<file path="src/hdl/core_pkg.sv">
// Shared definitions for the three-stage RV32I core
// Widths, operation encoding and the structs passed between stages

package core_pkg;

    typedef logic [31:0] xlen_t;
    typedef logic [4:0]  reg_addr_t;
    typedef logic [3:0]  byte_en_t;

    // Major opcodes, instruction bits [6:0]
    localparam logic [6:0] OPCODE_LOAD   = 7'b0000011;
    localparam logic [6:0] OPCODE_STORE  = 7'b0100011;
    localparam logic [6:0] OPCODE_OP     = 7'b0110011;
    localparam logic [6:0] OPCODE_OP_IMM = 7'b0010011;
    localparam logic [6:0] OPCODE_BRANCH = 7'b1100011;
    localparam logic [6:0] OPCODE_JAL    = 7'b1101111;
    localparam logic [6:0] OPCODE_JALR   = 7'b1100111;
    localparam logic [6:0] OPCODE_LUI    = 7'b0110111;
    localparam logic [6:0] OPCODE_AUIPC  = 7'b0010111;

    // NOP stays at zero so a cleared register decodes as idle
    typedef enum logic [4:0] {
        IOP_NOP, IOP_ADD, IOP_SUB, IOP_AND, IOP_OR, IOP_XOR,
        IOP_SLT, IOP_SLTU, IOP_SLL, IOP_SRL, IOP_SRA,
        IOP_LB, IOP_LBU, IOP_LH, IOP_LHU, IOP_LW,
        IOP_SB, IOP_SH, IOP_SW,
        IOP_BEQ, IOP_BNE, IOP_BLT, IOP_BGE,
        IOP_JAL, IOP_JALR
    } iop_e;

    // Decode to execute
    // rs1/rs2 are zero when the operand is not taken from a register
    typedef struct packed {
        iop_e      iop;
        xlen_t     pc;
        xlen_t     op_a;
        xlen_t     op_b;
        xlen_t     store_data;
        xlen_t     imm;
        reg_addr_t rs1;
        reg_addr_t rs2;
        reg_addr_t rd;
        logic      valid;
    } decode_out_t;

    // Execute to retire
    typedef struct packed {
        iop_e      iop;
        xlen_t     result;
        logic [1:0] addr_low;
        reg_addr_t rd;
        logic      write_enable;
    } retire_in_t;

    // Register bank write port
    typedef struct packed {
        reg_addr_t rd;
        xlen_t     data;
        logic      write_enable;
    } wb_t;

    function automatic logic is_load(iop_e op);
        return op inside {IOP_LB, IOP_LBU, IOP_LH, IOP_LHU, IOP_LW};
    endfunction

    function automatic logic is_store(iop_e op);
        return op inside {IOP_SB, IOP_SH, IOP_SW};
    endfunction

endpackage

</file>
<file path="src/hdl/decode_unit.sv">
// Decode stage
// Field extraction, operand selection, load-use detection
// and the decode-to-execute register

`timescale 1ns/10ps

module decode_unit (
    input  logic                  clk,
    input  logic                  rst_n_i,
    input  logic                  stall_i,
    input  logic                  jump_i,
    input  core_pkg::xlen_t       instruction_i,
    input  core_pkg::xlen_t       fetch_pc_i,
    input  logic                  fetch_valid_i,
    input  core_pkg::xlen_t       rs1_data_i,
    input  core_pkg::xlen_t       rs2_data_i,
    output core_pkg::reg_addr_t   rs1_o,
    output core_pkg::reg_addr_t   rs2_o,
    output logic                  hazard_o,
    output core_pkg::decode_out_t decode_o
);

    function automatic core_pkg::iop_e alu_op(logic [2:0] f3, logic alt);
        case (f3)
            3'b000:  return alt ? core_pkg::IOP_SUB : core_pkg::IOP_ADD;
            3'b001:  return core_pkg::IOP_SLL;
            3'b010:  return core_pkg::IOP_SLT;
            3'b011:  return core_pkg::IOP_SLTU;
            3'b100:  return core_pkg::IOP_XOR;
            3'b101:  return alt ? core_pkg::IOP_SRA : core_pkg::IOP_SRL;
            3'b110:  return core_pkg::IOP_OR;
            default: return core_pkg::IOP_AND;
        endcase
    endfunction

    core_pkg::xlen_t held_instr;
    core_pkg::xlen_t instr;
    logic            use_hold;
    logic [6:0]      opcode;
    logic [2:0]      funct3;
    core_pkg::xlen_t imm_i, imm_s, imm_b, imm_u, imm_j;
    core_pkg::iop_e  iop;
    core_pkg::xlen_t op_a, op_b, imm;
    logic            use_rs1, use_rs2, writes_rd;

    //////////////////////////////
    // Replay of the frozen word
    //////////////////////////////

    // Memory moves on while decode is held, so keep the word seen first
    always_ff @(posedge clk or negedge rst_n_i) begin
        if (!rst_n_i) begin
            use_hold <= 1'b0;
        end else begin
            use_hold <= stall_i || hazard_o;
        end
    end

    always_ff @(posedge clk) begin
        if (!use_hold) begin
            held_instr <= instruction_i;
        end
    end

    assign instr  = use_hold ? held_instr : instruction_i;
    assign opcode = instr[6:0];
    assign funct3 = instr[14:12];
    assign rs1_o  = instr[19:15];
    assign rs2_o  = instr[24:20];

    // Immediate formats
    assign imm_i = {{20{instr[31]}}, instr[31:20]};
    assign imm_s = {{20{instr[31]}}, instr[31:25], instr[11:7]};
    assign imm_b = {{19{instr[31]}}, instr[31], instr[7], instr[30:25], instr[11:8], 1'b0};
    assign imm_u = {instr[31:12], 12'b0};
    assign imm_j = {{11{instr[31]}}, instr[31], instr[19:12], instr[20], instr[30:21], 1'b0};

    //////////////////////////////
    // Operation and operands
    //////////////////////////////

    always_comb begin
        iop       = core_pkg::IOP_NOP;
        op_a      = rs1_data_i;
        op_b      = rs2_data_i;
        imm       = imm_b;
        use_rs1   = 1'b0;
        use_rs2   = 1'b0;
        writes_rd = 1'b1;
        case (opcode)
            core_pkg::OPCODE_OP: begin
                iop     = alu_op(funct3, instr[30]);
                use_rs1 = 1'b1;
                use_rs2 = 1'b1;
            end
            core_pkg::OPCODE_OP_IMM: begin
                // Only SRAI uses bit 30, ADDI never subtracts
                iop     = alu_op(funct3, funct3 == 3'b101 && instr[30]);
                op_b    = imm_i;
                use_rs1 = 1'b1;
            end
            core_pkg::OPCODE_LUI: begin
                iop  = core_pkg::IOP_ADD;
                op_a = '0;
                op_b = imm_u;
            end
            core_pkg::OPCODE_AUIPC: begin
                iop  = core_pkg::IOP_ADD;
                op_a = fetch_pc_i;
                op_b = imm_u;
            end
            core_pkg::OPCODE_LOAD: begin
                case (funct3)
                    3'b000:  iop = core_pkg::IOP_LB;
                    3'b001:  iop = core_pkg::IOP_LH;
                    3'b010:  iop = core_pkg::IOP_LW;
                    3'b100:  iop = core_pkg::IOP_LBU;
                    3'b101:  iop = core_pkg::IOP_LHU;
                    default: iop = core_pkg::IOP_NOP;
                endcase
                op_b    = imm_i;
                use_rs1 = 1'b1;
            end
            core_pkg::OPCODE_STORE: begin
                case (funct3)
                    3'b000:  iop = core_pkg::IOP_SB;
                    3'b001:  iop = core_pkg::IOP_SH;
                    3'b010:  iop = core_pkg::IOP_SW;
                    default: iop = core_pkg::IOP_NOP;
                endcase
                op_b      = imm_s;
                use_rs1   = 1'b1;
                use_rs2   = 1'b1;
                writes_rd = 1'b0;
            end
            core_pkg::OPCODE_BRANCH: begin
                case (funct3)
                    3'b000:  iop = core_pkg::IOP_BEQ;
                    3'b001:  iop = core_pkg::IOP_BNE;
                    3'b100:  iop = core_pkg::IOP_BLT;
                    3'b101:  iop = core_pkg::IOP_BGE;
                    default: iop = core_pkg::IOP_NOP;
                endcase
                use_rs1   = 1'b1;
                use_rs2   = 1'b1;
                writes_rd = 1'b0;
            end
            core_pkg::OPCODE_JAL: begin
                iop = core_pkg::IOP_JAL;
                imm = imm_j;
            end
            core_pkg::OPCODE_JALR: begin
                iop     = core_pkg::IOP_JALR;
                op_b    = imm_i;
                use_rs1 = 1'b1;
            end
            default: begin
                iop = core_pkg::IOP_NOP;
            end
        endcase
    end

    // Load in execute feeding this instruction, data not back yet
    assign hazard_o = fetch_valid_i && decode_o.valid && core_pkg::is_load(decode_o.iop)
                      && decode_o.rd != '0
                      && ((use_rs1 && rs1_o == decode_o.rd) || (use_rs2 && rs2_o == decode_o.rd));

    //////////////////////////////
    // Decode to execute register
    //////////////////////////////

    always_ff @(posedge clk or negedge rst_n_i) begin
        if (!rst_n_i) begin
            decode_o <= '0;
        end else if (!stall_i) begin
            // Bubble on redirect, load-use or empty fetch slot
            decode_o.valid      <= fetch_valid_i && !jump_i && !hazard_o;
            decode_o.iop        <= iop;
            decode_o.pc         <= fetch_pc_i;
            decode_o.op_a       <= op_a;
            decode_o.op_b       <= op_b;
            decode_o.store_data <= rs2_data_i;
            decode_o.imm        <= imm;
            decode_o.rs1        <= use_rs1 ? rs1_o : '0;
            decode_o.rs2        <= use_rs2 ? rs2_o : '0;
            decode_o.rd         <= (writes_rd && iop != core_pkg::IOP_NOP) ? instr[11:7] : '0;
        end
    end

    // The bubble clears the load, so the stall never repeats
    assert property (@(posedge clk) disable iff (!rst_n_i)
        hazard_o && !stall_i |=> !hazard_o);

endmodule

</file>
<file path="src/hdl/execute_unit.sv">
// Execute stage
// ALU, branch resolution, data memory request and the execute-to-retire register

`timescale 1ns/10ps

module execute_unit (
    input  logic                  clk,
    input  logic                  rst_n_i,
    input  logic                  stall_i,
    input  core_pkg::decode_out_t decode_i,
    input  core_pkg::wb_t         wb_i,
    output logic                  jump_o,
    output core_pkg::xlen_t       jump_target_o,
    output core_pkg::xlen_t       mem_address_o,
    output core_pkg::byte_en_t    mem_write_enable_o,
    output core_pkg::xlen_t       mem_data_o,
    output logic                  mem_operation_enable_o,
    output core_pkg::retire_in_t  retire_o
);

    core_pkg::xlen_t   op_a, op_b, st_data;
    core_pkg::xlen_t   sum, alu_result;
    core_pkg::byte_en_t lanes;
    logic              fwd_rs1, fwd_rs2;
    logic              taken;

    //////////////////////////////
    // Writeback forwarding
    //////////////////////////////

    // Unused operands carry rs = x0, which never matches a write
    assign fwd_rs1 = wb_i.write_enable && wb_i.rd == decode_i.rs1;
    assign fwd_rs2 = wb_i.write_enable && wb_i.rd == decode_i.rs2;

    assign op_a    = fwd_rs1 ? wb_i.data : decode_i.op_a;
    // Stores keep the offset in op_b, rs2 is the data
    assign op_b    = (fwd_rs2 && !core_pkg::is_store(decode_i.iop)) ? wb_i.data : decode_i.op_b;
    assign st_data = fwd_rs2 ? wb_i.data : decode_i.store_data;

    assign sum = op_a + op_b;

    always_comb begin
        taken = 1'b0;
        case (decode_i.iop)
            core_pkg::IOP_SUB:  alu_result = op_a - op_b;
            core_pkg::IOP_AND:  alu_result = op_a & op_b;
            core_pkg::IOP_OR:   alu_result = op_a | op_b;
            core_pkg::IOP_XOR:  alu_result = op_a ^ op_b;
            core_pkg::IOP_SLT:  alu_result = {31'b0, $signed(op_a) < $signed(op_b)};
            core_pkg::IOP_SLTU: alu_result = {31'b0, op_a < op_b};
            core_pkg::IOP_SLL:  alu_result = op_a << op_b[4:0];
            core_pkg::IOP_SRL:  alu_result = op_a >> op_b[4:0];
            core_pkg::IOP_SRA:  alu_result = core_pkg::xlen_t'($signed(op_a) >>> op_b[4:0]);
            core_pkg::IOP_JAL, core_pkg::IOP_JALR: begin
                // Link value
                alu_result = decode_i.pc + 32'd4;
                taken      = 1'b1;
            end
            default:            alu_result = sum;
        endcase
        case (decode_i.iop)
            core_pkg::IOP_BEQ: taken = op_a == op_b;
            core_pkg::IOP_BNE: taken = op_a != op_b;
            core_pkg::IOP_BLT: taken = $signed(op_a) < $signed(op_b);
            core_pkg::IOP_BGE: taken = $signed(op_a) >= $signed(op_b);
            default: ;
        endcase
    end

    assign jump_o        = decode_i.valid && taken;
    assign jump_target_o = (decode_i.iop == core_pkg::IOP_JALR) ? {sum[31:1], 1'b0}
                                                                : decode_i.pc + decode_i.imm;

    //////////////////////////////
    // Data memory request
    //////////////////////////////

    always_comb begin
        case (decode_i.iop)
            core_pkg::IOP_SB: lanes = 4'b0001 << sum[1:0];
            core_pkg::IOP_SH: lanes = 4'b0011 << sum[1:0];
            core_pkg::IOP_SW: lanes = 4'b1111;
            default:          lanes = 4'b0000;
        endcase
    end

    assign mem_address_o          = sum;
    assign mem_data_o             = st_data << {sum[1:0], 3'b000};
    assign mem_write_enable_o     = decode_i.valid ? lanes : 4'b0000;
    assign mem_operation_enable_o = decode_i.valid
                                    && (core_pkg::is_load(decode_i.iop)
                                        || core_pkg::is_store(decode_i.iop));

    //////////////////////////////
    // Execute to retire register
    //////////////////////////////

    always_ff @(posedge clk or negedge rst_n_i) begin
        if (!rst_n_i) begin
            retire_o <= '0;
        end else if (stall_i) begin
            // Pin the resolved value, load data is gone after this cycle
            retire_o.result <= wb_i.data;
            retire_o.iop    <= core_pkg::IOP_NOP;
        end else begin
            retire_o.iop          <= decode_i.iop;
            retire_o.result       <= alu_result;
            retire_o.addr_low     <= sum[1:0];
            retire_o.rd           <= decode_i.rd;
            retire_o.write_enable <= decode_i.valid && decode_i.rd != '0;
        end
    end

    // Held request stays on the bus unchanged across a stall
    assert property (@(posedge clk) disable iff (!rst_n_i)
        stall_i && mem_operation_enable_o |=> mem_operation_enable_o
        && $stable(mem_address_o) && $stable(mem_data_o) && $stable(mem_write_enable_o));

endmodule

</file>
<file path="src/hdl/fetch_unit.sv">
// Fetch stage
// Holds the PC and tracks the word in flight from the instruction memory

`timescale 1ns/10ps

module fetch_unit #(
    parameter core_pkg::xlen_t RESET_PC = '0
) (
    input  logic            clk,
    input  logic            rst_n_i,
    input  logic            stall_i,
    input  logic            hazard_i,
    input  logic            jump_i,
    input  core_pkg::xlen_t jump_target_i,
    output core_pkg::xlen_t instruction_address_o,
    output core_pkg::xlen_t fetch_pc_o,
    output logic            fetch_valid_o
);

    core_pkg::xlen_t pc;
    core_pkg::xlen_t next_pc;

    // Redirect wins over sequential flow
    assign next_pc = jump_i ? jump_target_i : pc + 32'd4;
    assign instruction_address_o = pc;

    always_ff @(posedge clk or negedge rst_n_i) begin
        if (!rst_n_i) begin
            pc            <= RESET_PC;
            fetch_pc_o    <= RESET_PC;
            fetch_valid_o <= 1'b0;
        end else if (!stall_i) begin
            if (jump_i) begin
                // Word already requested is on the wrong path
                pc            <= next_pc;
                fetch_valid_o <= 1'b0;
            end else if (!hazard_i) begin
                pc            <= next_pc;
                fetch_pc_o    <= pc;
                fetch_valid_o <= 1'b1;
            end
        end
    end

    // Address frozen across a stall
    assert property (@(posedge clk) disable iff (!rst_n_i)
        stall_i |=> $stable(instruction_address_o));

endmodule

</file>
<file path="src/hdl/reg_bank.sv">
// Integer register bank
// 31 flip-flop registers, two read ports, same-cycle writeback bypass

`timescale 1ns/10ps

module reg_bank (
    input  logic                clk,
    input  logic                rst_n_i,
    input  core_pkg::reg_addr_t rs1_i,
    input  core_pkg::reg_addr_t rs2_i,
    input  core_pkg::wb_t       wb_i,
    output core_pkg::xlen_t     rs1_data_o,
    output core_pkg::xlen_t     rs2_data_o
);

    // x0 has no storage
    core_pkg::xlen_t regs [31:1];
    logic            wr_en;

    assign wr_en = wb_i.write_enable && wb_i.rd != '0;

    always_ff @(posedge clk or negedge rst_n_i) begin
        if (!rst_n_i) begin
            for (int i = 1; i < 32; i++) begin
                regs[i] <= '0;
            end
        end else if (wr_en) begin
            regs[wb_i.rd] <= wb_i.data;
        end
    end

    // Reads see a write landing this cycle
    assign rs1_data_o = (rs1_i == '0)                 ? '0 :
                        (wr_en && wb_i.rd == rs1_i)    ? wb_i.data : regs[rs1_i];
    assign rs2_data_o = (rs2_i == '0)                 ? '0 :
                        (wr_en && wb_i.rd == rs2_i)    ? wb_i.data : regs[rs2_i];

endmodule

</file>
<file path="src/hdl/retire_unit.sv">
// Retire step
// Aligns and extends load data, then forms the register writeback

`timescale 1ns/10ps

module retire_unit (
    input  core_pkg::retire_in_t retire_i,
    input  core_pkg::xlen_t      mem_data_i,
    output core_pkg::wb_t        wb_o
);

    core_pkg::xlen_t shifted;

    // Addressed byte or halfword moved down to bit 0
    assign shifted = mem_data_i >> {retire_i.addr_low, 3'b000};

    always_comb begin
        case (retire_i.iop)
            core_pkg::IOP_LB:  wb_o.data = {{24{shifted[7]}}, shifted[7:0]};
            core_pkg::IOP_LBU: wb_o.data = {24'b0, shifted[7:0]};
            core_pkg::IOP_LH:  wb_o.data = {{16{shifted[15]}}, shifted[15:0]};
            core_pkg::IOP_LHU: wb_o.data = {16'b0, shifted[15:0]};
            core_pkg::IOP_LW:  wb_o.data = mem_data_i;
            default:           wb_o.data = retire_i.result;
        endcase
    end

    assign wb_o.rd           = retire_i.rd;
    // x0 and empty slots never write
    assign wb_o.write_enable = retire_i.write_enable && retire_i.rd != '0;

endmodule

</file>
<file path="src/hdl/rv_core.sv">
// RV32I core top level
// Fetch, decode, execute and retire with the register bank beside decode

`timescale 1ns/10ps

module rv_core #(
    parameter core_pkg::xlen_t RESET_PC = '0
) (
    input  logic               clk,
    input  logic               rst_n_i,
    input  logic               stall_i,
    input  core_pkg::xlen_t    instruction_i,
    input  core_pkg::xlen_t    mem_data_i,
    output core_pkg::xlen_t    instruction_address_o,
    output core_pkg::xlen_t    mem_address_o,
    output core_pkg::xlen_t    mem_data_o,
    output core_pkg::byte_en_t mem_write_enable_o,
    output logic               mem_operation_enable_o
);

    //////////////////////////////
    // Stage links
    //////////////////////////////

    logic                  jump;
    logic                  hazard;
    logic                  fetch_valid;
    core_pkg::xlen_t       jump_target;
    core_pkg::xlen_t       fetch_pc;
    core_pkg::reg_addr_t   rs1, rs2;
    core_pkg::xlen_t       rs1_data, rs2_data;
    core_pkg::decode_out_t decode_out;
    core_pkg::retire_in_t  retire_in;
    core_pkg::wb_t         wb;

    fetch_unit #(
        .RESET_PC (RESET_PC)
    ) u_fetch (
        .clk                   (clk),
        .rst_n_i               (rst_n_i),
        .stall_i               (stall_i),
        .hazard_i              (hazard),
        .jump_i                (jump),
        .jump_target_i         (jump_target),
        .instruction_address_o (instruction_address_o),
        .fetch_pc_o            (fetch_pc),
        .fetch_valid_o         (fetch_valid)
    );

    decode_unit u_decode (
        .clk           (clk),
        .rst_n_i       (rst_n_i),
        .stall_i       (stall_i),
        .jump_i        (jump),
        .instruction_i (instruction_i),
        .fetch_pc_i    (fetch_pc),
        .fetch_valid_i (fetch_valid),
        .rs1_data_i    (rs1_data),
        .rs2_data_i    (rs2_data),
        .rs1_o         (rs1),
        .rs2_o         (rs2),
        .hazard_o      (hazard),
        .decode_o      (decode_out)
    );

    reg_bank u_reg_bank (
        .clk        (clk),
        .rst_n_i    (rst_n_i),
        .rs1_i      (rs1),
        .rs2_i      (rs2),
        .wb_i       (wb),
        .rs1_data_o (rs1_data),
        .rs2_data_o (rs2_data)
    );

    execute_unit u_execute (
        .clk                    (clk),
        .rst_n_i                (rst_n_i),
        .stall_i                (stall_i),
        .decode_i               (decode_out),
        .wb_i                   (wb),
        .jump_o                 (jump),
        .jump_target_o          (jump_target),
        .mem_address_o          (mem_address_o),
        .mem_write_enable_o     (mem_write_enable_o),
        .mem_data_o             (mem_data_o),
        .mem_operation_enable_o (mem_operation_enable_o),
        .retire_o               (retire_in)
    );

    retire_unit u_retire (
        .retire_i   (retire_in),
        .mem_data_i (mem_data_i),
        .wb_o       (wb)
    );

endmodule

</file>
<file path="config.mk">
export PLATFORM = sky130hd
export DESIGN_NAME = rv_core
export DESIGN_NICKNAME = d
export VERILOG_FILES = /design/src/hdl/core_pkg.sv /design/src/hdl/decode_unit.sv /design/src/hdl/execute_unit.sv /design/src/hdl/fetch_unit.sv /design/src/hdl/reg_bank.sv /design/src/hdl/retire_unit.sv /design/src/hdl/rv_core.sv
export SDC_FILE = /design/constraint.sdc
export NUM_CORES = 2
export LEC_CHECK = 0
export BUFFER_PORTS_ARGS = -buffer_cell sky130_fd_sc_hd__buf_2
export CAP_MARGIN = 25
export CELL_PAD_IN_SITES_DETAIL_PLACEMENT = 1
export CELL_PAD_IN_SITES_GLOBAL_PLACEMENT = 1
export CORE_ASPECT_RATIO = 0.5
export CORE_UTILIZATION = 45
export CTS_CLUSTER_SIZE = 16
export DETAILED_ROUTE_END_ITERATION = 8
export PLACE_DENSITY = 0.77
export SLEW_MARGIN = 20
export SYNTH_ARGS = -nofsm -noshare
export SYNTH_HDL_FRONTEND = slang
export SYNTH_SLANG_ARGS = --single-unit
</file>
<file path="constraint.sdc">
create_clock -name clk -period 8.7 [get_ports clk]
set_input_delay 1.74 -clock clk [delete_from_list [all_inputs] [get_ports clk]]
set_output_delay 1.74 -clock clk [all_outputs]
set_load 0.05 [all_outputs]
</file>
==> impl_metrics.ini <==
[outcome]
status = finished, final reports clean

[timing]
rsz0062_at_grt = false
tns_ns = 0
fmax_mhz = 118
setup_viol = 0
timing.hold.ws_ns = 0.492
max-slew-margin-rel_pct = 13.8
finClkSkew_ns = 0.0553
fin_crit_sh_pct = 97.5
fin_crit_ns = 8.49
finalHoldViolCount = 0
slew_viol_final = 0
worstMarginPinSlew_ns = 1.29

[synthesis]
synth_area_leader_cell = dfrtp_1
avgSynthCellArea_um2 = 7.58
yosys-top-cells-count = nand2_1, o21ai_0, dfrtp_1
yosysSeqAreaShare_pct = 39.9
synthCells = 10735
syn-num-nets = 10934
netlist_area_um2 = 81400
synth-main-ff-cell = dfrtp_1
synth-seq-cells = 1304
yosysMostFrequentCell = nand2_1
ys_warn_count = 0
ys_types = 101
synth_edf_count = 0
synth.top_cells.by_area = dfrtp_1, nand2_1, o21ai_0
synth_top_area_share_pct = 39.1
async_flop_share_pct = 97.5

[setup_path]
worst_path_max_delay_cell = a221oi_1
crit_arrival_ns = 6.75
rr_endpoint = u_fetch.instruction_address_o[15]$_DFFE_PN0P_
reg2reg_setup_slack_ns = 1.69
endpoint_kind = primary output
cp_top_family = compound AO/OA/AOI/OAI gates
path_class = input pin to primary output
crit_buf_inv = 4
cp_common_cell = a21oi_1
cp-start-kind = input pin
r2r_start = u_execute.retire_o[3]$_DFFE_PN0N_
reg2reg_depth = 18
crit_required_ns = 6.96
path_max_fanout = 3
worstPathCellList = buf_2 > mux4_2 > or3_1 > a21oi_1 > buf_4 > or2_2 > o21ai_0 > ha_1 > nand2b_1 > a221oi_1 > o41a_1 > a21oi_1 > o211a_1 > o41ai_1 > a21o_1 > a21oi_1 > xnor2_1 > inv_1 > buf_2
critPathMaxStageDelay_ns = 0.55

[routing]
drc_errors = 0
routed_wl_mm = 408
drt_iter0_markers = 10535
wl_per_cell_um = 31.8
ant_nets = 0
routed-via-count = 85977
viasPerCell = 6.70
first_pass_iters = 8

[global_routing]
first_global_vias = 84741
grt_antenna_before_repair = 35
grt-ovfl-total = 0
grt_max_degree = 163
grt_pass1_wl_mm = 591
grt_use_total_pct = 43.8

[cts]
clk_pin_slew_worst_paths_ns = 0.06
clock_path_buffers = 4
cts_tree = built
cts_sinks = 1304
ctsResizeCount = 0
ctsHoldBuffers = 0
root_buffer = clkbuf_16
clkLatencyLatePin_ns = 0.84
htree_num_levels = 4
cts_buffers = 140
cts_setup_buffers = 0

[final_layout]
regArea_um2 = 32500
multi_input_area_um2 = 45400
stdcell_count = 12841
drive_gt1_share_pct = 9.48
nFillCells = 21766
fin_nets = 10558
fin_util_pct = 50.4
area_growth_pct = 10.3

[floorplan]
die_h_um = 303
die_x_um = 604
core_um2 = 178000
die_area_um2 = 183000
start_util_pct = 45.7
ioPinCount = 168
rows = 109

[hold_path]
hold_start = u_decode.held_instr[1]$_DFF_P_
hp-class = flip-flop to flip-flop
min_path_cells = 1
min_to = u_decode.held_instr[1]$_DFF_P_

[flow_run]
max_cap_viol_count = 0

[placed_design]
buffer_ports.inserted = 167
dp.cells = 12597
gp_congestion = 1.06
dp_hpwl_mm = 262

[pwr]
powerDensity_nw_per_um2 = 308
p_leak_nw = 44.0
total_power_mw = 27.7
ir_worst_vdd_uv = 336
## worst reg2reg max path, stage by stage, from the launching register on
cell	delay, ns
dfrtp_1	0.58
or4_4	0.61
o2111ai_4	0.32
or3_2	0.39
buf_4	0.49
nand2_1	0.17
o21ai_0	0.16
ha_1	0.33
buf_4	0.20
nor3_1	0.57
o311a_1	0.43
o211ai_1	0.20
a31oi_1	0.52
o21bai_1	0.21
nand3_1	0.13
and3_1	0.27
nand2_1	0.58
a211oi_1	0.62
a311oi_1	0.09
## cell usage in the layout (no fill, tap or decap), drive strengths merged, types with 14 or more instances in the layout
master	instances
clkinv	26
dfrtp	1272
nor4	17
nand2b	25
o311ai	34
a311oi	366
nor3	114
and3	251
o221ai	21
o21a	27
a22oi	81
a22o	20
nor2b	30
nor2	359
ha	129
buf	459
a2bb2oi	27
mux2	161
o22ai	32
dfxtp	32
a211oi	89
clkbuf	200
o21bai	21
a221oi	39
a21o	28
inv	169
nand2	3259
mux2i	118
nand4	19
xor2	27
xnor2	113
o21ai	1351
o31ai	53
and2	23
a31oi	68
o211ai	59
mux4	14
a21oi	447
nand3	659
## flip-flops by register name, indices dropped and copies added, names as in the netlist
| name | count |
|---|---|
| u_reg_bank.regs | 992 |
| u_decode.decode_o | 169 |
| u_execute.retire_o | 45 |
| u_decode.held_instr | 32 |
| u_fetch.fetch_pc_o | 32 |
| u_fetch.instruction_address_o | 32 |
| u_decode.use_hold | 1 |
| u_fetch.fetch_valid_o | 1 |
## routing by layer
layer | routed length [µm] | track usage [%]
met5 | 90 | 0
met4 | 25400 | 24.5
met3 | 43900 | 11.5
met2 | 172000 | 64.4
met1 | 166000 | 58.9
## metrics by stage
step | instance area (µm²) | setup WS [ns]
6_report | 89800 | 0.214
5_1_grt | 89700 | 0.0490
4_1_cts | 89600 | 0.227
3_5_place_dp | 85200 | 0.281
3_3_place_gp | 84900 | 0.230
2_1_floorplan | 81400 | 0.156
## final cells by class
| cell class | count | share of cell area (%) |
|---|---|---|
| Antenna cell | 6 | 0.0167 |
| Clock buffer | 199 | 4.48 |
| Clock inverter | 33 | 0.403 |
| Inverter | 173 | 0.768 |
| Multi-Input combinational cell | 8279 | 50.6 |
| Sequential cell | 1304 | 36.2 |
| Tap cell | 2386 | 3.33 |
| Timing Repair Buffer | 461 | 4.27 |
## where the power goes
part,leakage [nW],internal (mW),switching [mW]
Sequential,12.5,6.98,1.14
Combinational,29.4,3.82,9.55
Clock,2.15,3.42,2.76
## worst max-delay path by stage
| stage | slack, ns | cells past startpoint | to | from |
|---|---|---|---|---|
| floorplan | 0.16 | 18 | mem_address_o[28] | mem_data_i[27] |
| global placement | 0.23 | 22 | mem_address_o[28] | mem_data_i[25] |
| detailed placement | 0.28 | 22 | mem_address_o[28] | mem_data_i[25] |
| CTS | 0.23 | 20 | mem_address_o[28] | u_execute.retire_o[41]$_DFF_PN0_ |
| global route | 0.05 | 19 | mem_address_o[29] | mem_data_i[25] |
| finish | 0.21 | 19 | mem_address_o[29] | mem_data_i[25] |
## cell families (layout without fill, tap and decap cells)
| kind of cell | count (synthesis) | count (layout) | share of synthesized area [%] |
|---|---|---|---|
| buf+inv | 1152 | 866 | 5.45 |
| simple gates | 4809 | 4809 | 24.7 |
| mux | 293 | 293 | 4.07 |
| other cells | 0 | 6 | 0 |
| fa+ha+maj | 132 | 132 | 2.06 |
| xor+xnor | 140 | 140 | 1.52 |
| flops | 1304 | 1304 | 39.9 |
| compound gates | 2905 | 2905 | 22.3 |
Note: power is estimated with default switching activity, not from simulation.
